File: src/logic/mvm_consts.svh
////////////////////////////////////////////////////////////////////////////
// Matrix-vector multiplier constants
// Dimension, data widths and pipeline lengths
////////////////////////////////////////////////////////////////////////////

`ifndef MVM_CONSTS_SVH
`define MVM_CONSTS_SVH

// Matrix is MVM_DIM by MVM_DIM, vector has MVM_DIM elements
`define MVM_DIM 8

`define MVM_ELEM_W 12          // Input element width
`define MVM_ACC_W 24           // Result width, sums wrap here

`define MVM_MATRIX_ELEMS 64    // Elements per matrix load

// Last column read to settled lane sum
`define MVM_DRAIN_CYCLES 3

`endif

File: src/logic/mvm_pkg.sv
////////////////////////////////////////////////////////////////////////////
// Matrix-vector multiplier types
// Data vectors, index types and the job FSM state
////////////////////////////////////////////////////////////////////////////

`default_nettype none

`include "mvm_consts.svh"

package mvm_pkg;

    typedef logic signed [`MVM_ELEM_W-1:0] elem_t;   // Matrix or vector element
    typedef logic signed [`MVM_ACC_W-1:0] acc_t;     // Dot product, wraps

    typedef logic [$clog2(`MVM_DIM)-1:0] index_t;    // Column address or result row
    typedef logic [$clog2(`MVM_MATRIX_ELEMS)-1:0] count_t;

    typedef logic [`MVM_DIM-1:0] row_mask_t;         // One write enable per row

    // All lane sums side by side, entry i is row i
    typedef logic [`MVM_DIM-1:0][`MVM_ACC_W-1:0] sum_vec_t;

    typedef enum logic [2:0] {
        IDLE,
        LOAD_MATRIX,
        LOAD_VECTOR,
        COMPUTE,
        DRAIN,
        OUTPUT
    } mvm_state_t;

endpackage

`default_nettype wire

File: src/logic/mvm_control.sv
////////////////////////////////////////////////////////////////////////////
// Job controller
// Sequences matrix and vector loads, the MAC pass and the result stream
////////////////////////////////////////////////////////////////////////////

`timescale 1ns/1ps
`default_nettype none

`include "mvm_consts.svh"

module mvm_control (
    input  wire                      clk,
    input  wire                      reset,
    input  wire                      input_valid,
    input  wire                      new_matrix,
    input  wire                      output_ready,
    input  wire mvm_pkg::count_t     count,
    input  wire                      at_last,
    output logic                     input_ready,
    output logic                     output_valid,
    output mvm_pkg::row_mask_t       row_write,
    output logic                     vector_write,
    output logic                     lane_clear,
    output logic                     lane_enable,
    output logic                     capture,
    output logic                     counter_clear,
    output logic                     counter_advance,
    output mvm_pkg::count_t          span_last
);

    mvm_pkg::mvm_state_t state;
    mvm_pkg::mvm_state_t next_state;
    logic                input_transfer;
    logic                output_transfer;

    always_ff @(posedge clk) begin
        if (reset) begin
            state <= mvm_pkg::IDLE;
        end else begin
            state <= next_state;
        end
    end

    always_comb begin
        next_state = state;
        case (state)
            mvm_pkg::IDLE: begin
                // Only the job type is picked here and data follows from the next cycle
                if (input_valid) begin
                    next_state = new_matrix ? mvm_pkg::LOAD_MATRIX : mvm_pkg::LOAD_VECTOR;
                end
            end
            mvm_pkg::LOAD_MATRIX: if (input_transfer && at_last) next_state = mvm_pkg::LOAD_VECTOR;
            mvm_pkg::LOAD_VECTOR: if (input_transfer && at_last) next_state = mvm_pkg::COMPUTE;
            mvm_pkg::COMPUTE:     if (at_last) next_state = mvm_pkg::DRAIN;
            mvm_pkg::DRAIN:       if (at_last) next_state = mvm_pkg::OUTPUT;
            mvm_pkg::OUTPUT:      if (output_transfer && at_last) next_state = mvm_pkg::IDLE;
            default:              next_state = mvm_pkg::IDLE;
        endcase
    end

    assign input_ready = (state == mvm_pkg::LOAD_MATRIX) || (state == mvm_pkg::LOAD_VECTOR);
    assign output_valid = state == mvm_pkg::OUTPUT;
    assign input_transfer = input_valid && input_ready;
    assign output_transfer = output_valid && output_ready;

    // Counter starts from zero in every state
    assign counter_clear = (next_state != state) || (state == mvm_pkg::IDLE);
    assign counter_advance = input_transfer || output_transfer ||
                             (state == mvm_pkg::COMPUTE) || (state == mvm_pkg::DRAIN);

    always_comb begin
        case (state)
            mvm_pkg::LOAD_MATRIX: span_last = mvm_pkg::count_t'(`MVM_MATRIX_ELEMS - 1);
            mvm_pkg::DRAIN:       span_last = mvm_pkg::count_t'(`MVM_DRAIN_CYCLES - 1);
            default:              span_last = mvm_pkg::count_t'(`MVM_DIM - 1);
        endcase
    end

    // Upper count bits name the row being loaded
    always_comb begin
        row_write = '0;
        if (state == mvm_pkg::LOAD_MATRIX && input_transfer) begin
            row_write = mvm_pkg::row_mask_t'(1) << count[5:3];
        end
    end

    assign vector_write = (state == mvm_pkg::LOAD_VECTOR) && input_transfer;
    assign lane_clear = state == mvm_pkg::LOAD_VECTOR;   // Lanes idle while vector loads
    assign capture = (state == mvm_pkg::DRAIN) && at_last;

    // Memory read data lands one cycle after the column address
    always_ff @(posedge clk) begin
        if (reset) begin
            lane_enable <= 1'b0;
        end else begin
            lane_enable <= state == mvm_pkg::COMPUTE;
        end
    end

    // A stalled result keeps its row select until it is taken
    a_hold_output: assert property (
        @(posedge clk) disable iff (reset)
        (output_valid && !output_ready) |=> (output_valid && $stable(count))
    );

endmodule

`default_nettype wire

File: src/logic/element_counter.sv
////////////////////////////////////////////////////////////////////////////
// Shared element counter
// Counts transfers or cycles from zero up to a programmable last value
////////////////////////////////////////////////////////////////////////////

`timescale 1ns/1ps
`default_nettype none

module element_counter (
    input  wire                  clk,
    input  wire                  reset,
    input  wire                  clear,
    input  wire                  advance,
    input  wire mvm_pkg::count_t span_last,
    output mvm_pkg::count_t      count,
    output logic                 at_last
);

    always_ff @(posedge clk) begin
        if (reset || clear) begin
            count <= '0;                    // Clear wins over advance
        end else if (advance) begin
            count <= count + 1'b1;
        end
    end

    assign at_last = count == span_last;

    // The owner must clear the count when it steps off the last value
    a_no_overrun: assert property (
        @(posedge clk) disable iff (reset) (advance && at_last) |-> clear
    );

endmodule

`default_nettype wire

File: src/logic/operand_memory.sv
////////////////////////////////////////////////////////////////////////////
// Operand memory
// Eight element register file, synchronous write and registered read
////////////////////////////////////////////////////////////////////////////

`timescale 1ns/1ps
`default_nettype none

`include "mvm_consts.svh"

module operand_memory (
    input  wire                  clk,
    input  wire                  write,
    input  wire mvm_pkg::index_t address,
    input  wire mvm_pkg::elem_t  write_data,
    output mvm_pkg::elem_t       read_data
);

    mvm_pkg::elem_t storage [0:`MVM_DIM-1];

    always_ff @(posedge clk) begin
        if (write) begin
            storage[address] <= write_data;
        end
        read_data <= storage[address];      // One cycle read latency
    end

endmodule

`default_nettype wire

File: src/logic/mac_lane.sv
////////////////////////////////////////////////////////////////////////////
// Pipelined MAC lane
// Registers a signed product, then adds it into a wrapping accumulator
////////////////////////////////////////////////////////////////////////////

`timescale 1ns/1ps
`default_nettype none

module mac_lane (
    input  wire                 clk,
    input  wire                 clear,
    input  wire                 enable,
    input  wire mvm_pkg::elem_t weight,
    input  wire mvm_pkg::elem_t operand,
    output mvm_pkg::acc_t       sum
);

    mvm_pkg::acc_t product;
    logic          product_valid;

    // Stage 1, full precision product fits the accumulator width
    always_ff @(posedge clk) begin
        if (clear) begin
            product       <= '0;
            product_valid <= 1'b0;
        end else begin
            product       <= weight * operand;
            product_valid <= enable;
        end
    end

    // Stage 2
    always_ff @(posedge clk) begin
        if (clear) begin
            sum <= '0;
        end else if (product_valid) begin
            sum <= sum + product;          // Wraps modulo 2^24
        end
    end

    // Clear only comes between jobs
    a_clear_idle: assert property (@(posedge clk) clear |-> !enable);

endmodule

`default_nettype wire

File: src/logic/result_buffer.sv
////////////////////////////////////////////////////////////////////////////
// Result buffer
// Holds all lane sums of a job and drives the selected one out
////////////////////////////////////////////////////////////////////////////

`timescale 1ns/1ps
`default_nettype none

module result_buffer (
    input  wire                    clk,
    input  wire                    capture,
    input  wire mvm_pkg::sum_vec_t sums,
    input  wire mvm_pkg::index_t   select,
    output mvm_pkg::acc_t          data
);

    mvm_pkg::sum_vec_t stored;

    // Lanes may be cleared for the next job while results still drain out
    always_ff @(posedge clk) begin
        if (capture) begin
            stored <= sums;
        end
    end

    assign data = mvm_pkg::acc_t'(stored[select]);

endmodule

`default_nettype wire

File: src/logic/mvm8.sv
////////////////////////////////////////////////////////////////////////////
// 8x8 signed matrix-vector multiplier
// Streams in a matrix and a vector, streams out eight dot products
////////////////////////////////////////////////////////////////////////////

`timescale 1ns/1ps
`default_nettype none

`include "mvm_consts.svh"

module mvm8 (
    input  wire                 clk,
    input  wire                 reset,
    input  wire                 input_valid,
    output logic                input_ready,
    input  wire mvm_pkg::elem_t input_data,
    input  wire                 new_matrix,
    output logic                output_valid,
    input  wire                 output_ready,
    output mvm_pkg::acc_t       output_data
);

    mvm_pkg::count_t    count;
    mvm_pkg::count_t    span_last;
    mvm_pkg::index_t    column;             // Column address and result select
    mvm_pkg::row_mask_t row_write;
    mvm_pkg::elem_t     row_data [0:`MVM_DIM-1];
    mvm_pkg::elem_t     vector_data;
    mvm_pkg::sum_vec_t  lane_sums;
    logic               at_last;
    logic               counter_clear;
    logic               counter_advance;
    logic               vector_write;
    logic               lane_clear;
    logic               lane_enable;
    logic               capture;

    assign column = count[2:0];

    mvm_control control_i (
        .clk,
        .reset,
        .input_valid,
        .new_matrix,
        .output_ready,
        .count,
        .at_last,
        .input_ready,
        .output_valid,
        .row_write,
        .vector_write,
        .lane_clear,
        .lane_enable,
        .capture,
        .counter_clear,
        .counter_advance,
        .span_last
    );

    element_counter counter_i (
        .clk,
        .reset,
        .clear     (counter_clear),
        .advance   (counter_advance),
        .span_last,
        .count,
        .at_last
    );

    operand_memory vector_memory_i (
        .clk,
        .write      (vector_write),
        .address    (column),
        .write_data (input_data),
        .read_data  (vector_data)
    );

    // One row memory and one MAC lane per matrix row
    for (genvar r = 0; r < `MVM_DIM; r++) begin : g_row
        operand_memory row_memory_i (
            .clk,
            .write      (row_write[r]),
            .address    (column),
            .write_data (input_data),
            .read_data  (row_data[r])
        );

        mac_lane lane_i (
            .clk,
            .clear   (lane_clear),
            .enable  (lane_enable),
            .weight  (row_data[r]),
            .operand (vector_data),
            .sum     (lane_sums[r])
        );
    end

    result_buffer buffer_i (
        .clk,
        .capture,
        .sums   (lane_sums),
        .select (column),
        .data   (output_data)
    );

endmodule

`default_nettype wire

File: config.mk
export PLATFORM = sky130hd
export DESIGN_NAME = mvm8
export DESIGN_NICKNAME = d
export VERILOG_FILES = /design/src/logic/mvm_pkg.sv /design/src/logic/mvm_control.sv /design/src/logic/element_counter.sv /design/src/logic/operand_memory.sv /design/src/logic/mac_lane.sv /design/src/logic/result_buffer.sv /design/src/logic/mvm8.sv
export VERILOG_INCLUDE_DIRS = /design/src /design/src/logic
export SDC_FILE = /design/constraint.sdc
export NUM_CORES = 2
export LEC_CHECK = 0
export ABC_AREA = 0
export BUFFER_PORTS_ARGS = -buffer_cell sky130_fd_sc_hd__buf_2
export CELL_PAD_IN_SITES_DETAIL_PLACEMENT = 0
export CELL_PAD_IN_SITES_GLOBAL_PLACEMENT = 1
export CORE_MARGIN = 3
export CORE_UTILIZATION = 40
export CTS_CLUSTER_SIZE = 28
export DETAILED_ROUTE_END_ITERATION = 8
export GPL_ROUTABILITY_DRIVEN = 0
export PLACE_DENSITY = 0.7
export SLEW_MARGIN = 20
export SYNTH_ARGS = -nofsm -noshare
export SYNTH_HDL_FRONTEND = slang
export SYNTH_SLANG_ARGS = --single-unit
File: constraint.sdc
create_clock -name clk -period 16.5 [get_ports clk]
set_clock_uncertainty 0.15 [all_clocks]
set_input_delay 3.3 -clock clk [delete_from_list [all_inputs] [get_ports clk]]
set_output_delay 3.3 -clock clk [all_outputs]
set_load 0.01 [all_outputs]
==> out/results.ini <==
[run_status]
status=completed

[critical_path]
cp_common_cell=fa_1
reg2reg_setup_slack_ps=9100
worstSetupEndpointType=flip-flop
criticalPathCategory=flip-flop to flip-flop
cp-start-kind=flip-flop
max_stage_delay_ps=680
path_cells=buf_4, buf_4, nand2_1, fa_1, fa_1, inv_1, fa_1, fa_1, inv_1, fa_1, inv_1, ha_1, a211o_1, nor2_1, o21ai_0, a41oi_1, o21ai_1, o31a_1, or3_1, a221oi_1, mux2i_1
r2r_cells=21
r2r_start=vector_memory_i.read_data[3]
required_ps=17120
worstReg2RegEnd=g_row[0].lane_i.product[22]
crit_slowest_cell=buf_4
cp.arrival_ps=8020
critPathMaxFanout=52

[synth]
syn_inst=9281
ys_warn_count=0
synth.avg_cell_area_sq_um=11.1
synth_top_area_share_pct=30.8
synth_edf_count=1056
synthArstFlopShare_pct=0
synth_area_sq_um=103000
yosysSeqAreaShare_pct=40.6
synth_ff_type=edfxtp_1
synth-seq-cells=1559
ys_types=69
synth_largest_area_cell=edfxtp_1
synth_fp_nets=11000
ys_top_cells_by_area=edfxtp_1 31%, fa_1 22%, dfxtp_1 9.8%

[sta]
period_needed_ps=7400
setup_viol=0
finalSetupTns_ps=0
rsz0062_at_grt=false
finalHoldViolCount=0
hold_slack_ps=288
fmax_mhz=135
relSlewSlack_pct=31.5
slew_viol_final=0
min_period_over_period_pct=44.8
worst_pin_slew_ps=1030

[clocking]
cts_resized=0
cts_tree=built
clockBufferDepth=3
clkSlewWorstSetupHoldPaths_ps=70
cts_buffers=164
ctsHoldBuffers=0
post_cts_buffers=0
cts_root_buf=clkbuf_16
clkSinkCount=1559
clk_latency_ps=860
ctsHtreeMaxLevel=4

[floorplanning]
core_sq_um=255000
dieArea_sq_um=263000
start_util_pct=40.4
num_io_pins=43
fp.dieH_um=513
num_rows=185
die_x_um=513

[worst_hold_path]
hold_depth=2
whs_endpoint=g_row[1].row_memory_i.read_data[11]
holdCritPathClass=flip-flop to flip-flop
hp-start=g_row[1].row_memory_i.storage[6][11]

[place]
postPlaceCellArea_sq_um=107000
hpwl_um=202000
dp_cells=12400
io_buffers=42

[routing]
viasPerCell=5.38
routedWlPerCell_um=22.8
drc=0
wl_um=289000
drt_first_pass_iters=8
drtIter0Drc=5732
ant_nets=0
vias=68300

[global_routing]
grt_pass1_wl_um=437000
grt_antenna_before_repair=12
grt_pass1_vias=69800
grt_util_met1_pct=30.8
grt_max_degree=134
use_met2_pct=34.7
track_usage_pct=21.8
grtUsageMet3_pct=3.55
grt.busiest_layer=met2
grt_overflow=0

[final_layout]
fin_area_sq_um=112000
stdcell_count=12700
n_fill_cell=23600
drive_above_1_share_pct=5.45
mostFrequentLayoutCells=1385 x inv_1, 1112 x fa_1, 1056 x edfxtp_1, 889 x nand2_1, 593 x ha_1
area.growth.synth_to_final_pct=9.29
layout.nets=10900
final_common_cell=inv_1

[pwr]
p_leak_nw=47.6
max-vdd-ir-drop_mv=0.207
cellPowerDensity_nw_per_um2=183
power_w=0.0206

[flow_run]
maxCapViolations=0

[power breakdown]
part,total [W],switching [W],internal [W]
sequential,0.00488,0.000311,0.00457
combinational,0.0119,0.00701,0.00487
clock,0.00383,0.00167,0.00216
[kinds of logic (layout without fill, tap and decap cells)]
family / count (synthesis) / in the layout / synth area share, %
and+or+nand+nor: 2434 / 2434 / 11.2
buffers and inverters: 1832 / 1872 / 6.69
adders and majority gates: 1705 / 1705 / 28.9
DFF: 1559 / 1559 / 40.6
AOI/OAI and AO/OA: 1331 / 1331 / 8.85
xor gates and xnor gates: 301 / 301 / 2.56
muxes: 119 / 119 / 1.21
other: 0 / 7 / 0
[worst max-delay path by stage]
stage | startpoint | to | slack [ps] | cells past startpoint
2_1_floorplan | counter_i.count[0] | buffer_i.stored[0] | 9960 | 6
3_3_place_gp | vector_memory_i.read_data[3] | g_row[0].lane_i.product[22] | 9160 | 21
3_5_place_dp | vector_memory_i.read_data[3] | g_row[0].lane_i.product[22] | 9140 | 21
4_1_cts | vector_memory_i.read_data[3] | g_row[0].lane_i.product[22] | 9130 | 21
5_1_grt | vector_memory_i.read_data[3] | g_row[0].lane_i.product[22] | 8780 | 21
6_report | vector_memory_i.read_data[3] | g_row[0].lane_i.product[22] | 9100 | 21
[area by class of cell]
class / instances / area (sq um) / area share [%]
flip-flops and latches: 1559 / 41800 / 37.2
repair buffers: 177 / 1270 / 1.13
multi-input cells: 5890 / 54300 / 48.3
inverters: 1387 / 5210 / 4.64
clock buffers: 217 / 4490 / 4.00
well taps: 3366 / 4210 / 3.75
diodes: 7 / 17.5 / 0.0156
clock inverters: 91 / 1100 / 0.977
[routing by layer]
metal,up-vias,part of all wire [%]
met3,408,6.9
met4,2,2.9
li1,30800,-
met5,-,0.0045
met2,2282,46
met1,34800,44
[synthesized netlist by cell type, types with 9 or more instances]
cell type / n
inv_1: 1386
fa_1: 1112
edfxtp_1: 1056
nand2_1: 889
ha_1: 593
nor2_1: 534
a22oi_1: 522
dfxtp_1: 503
clkbuf_1: 417
and2_1: 393
a21oi_1: 240
xnor2_1: 197
nand4_1: 151
o21ai_0: 150
a21o_1: 122
nor3_1: 121
mux2i_1: 111
xor2_1: 104
nand2b_1: 72
nand3_1: 69
nor2b_1: 60
and3_1: 54
a211oi_1: 38
a31oi_1: 37
o21a_1: 29
o21bai_1: 28
buf_1: 27
o22ai_1: 21
or2_2: 21
o211ai_1: 19
nor3b_1: 17
or3_1: 17
o31a_1: 15
a41oi_1: 13
o31ai_1: 11
a21boi_0: 10
a211o_1: 9
nor4b_1: 9
o41ai_1: 9
[worst max-delay path, delay by kind of cell (launching register included)]
| kind | cells | cell delay (ps) |
|---|---|---|
| buffers and inverters | 5 | 1480 |
| flip-flops | 1 | 330 |
| adder cells (fa/ha/maj) | 6 | 2880 |
| AND/OR/NAND/NOR | 3 | 580 |
| multiplexers | 1 | 220 |
| AO/OA/AOI/OAI | 6 | 1650 |
[flip-flops by register name (all words and copies together), names as in the netlist, 3 cells and up]
register and cells:
g_row.row_memory_i.read_data 96, vector_memory_i.storage 96, g_row.lane_i.sum 192, g_row.row_memory_i.storage 768, control_i.state 3, counter_i.count 6, g_row.lane_i.product 192, vector_memory_i.read_data 12
buffer_i.stored 192
[stage by stage]
stage               setup slack [ps]  utilization, %
finish                          9100            44.1
global route                    8780            44.1
CTS                             9130            44.1
detailed placement              9140            41.9
global placement                9160            41.9
floorplan                       9960               -
No activity file was read; power rests on OpenSTA's default activity.
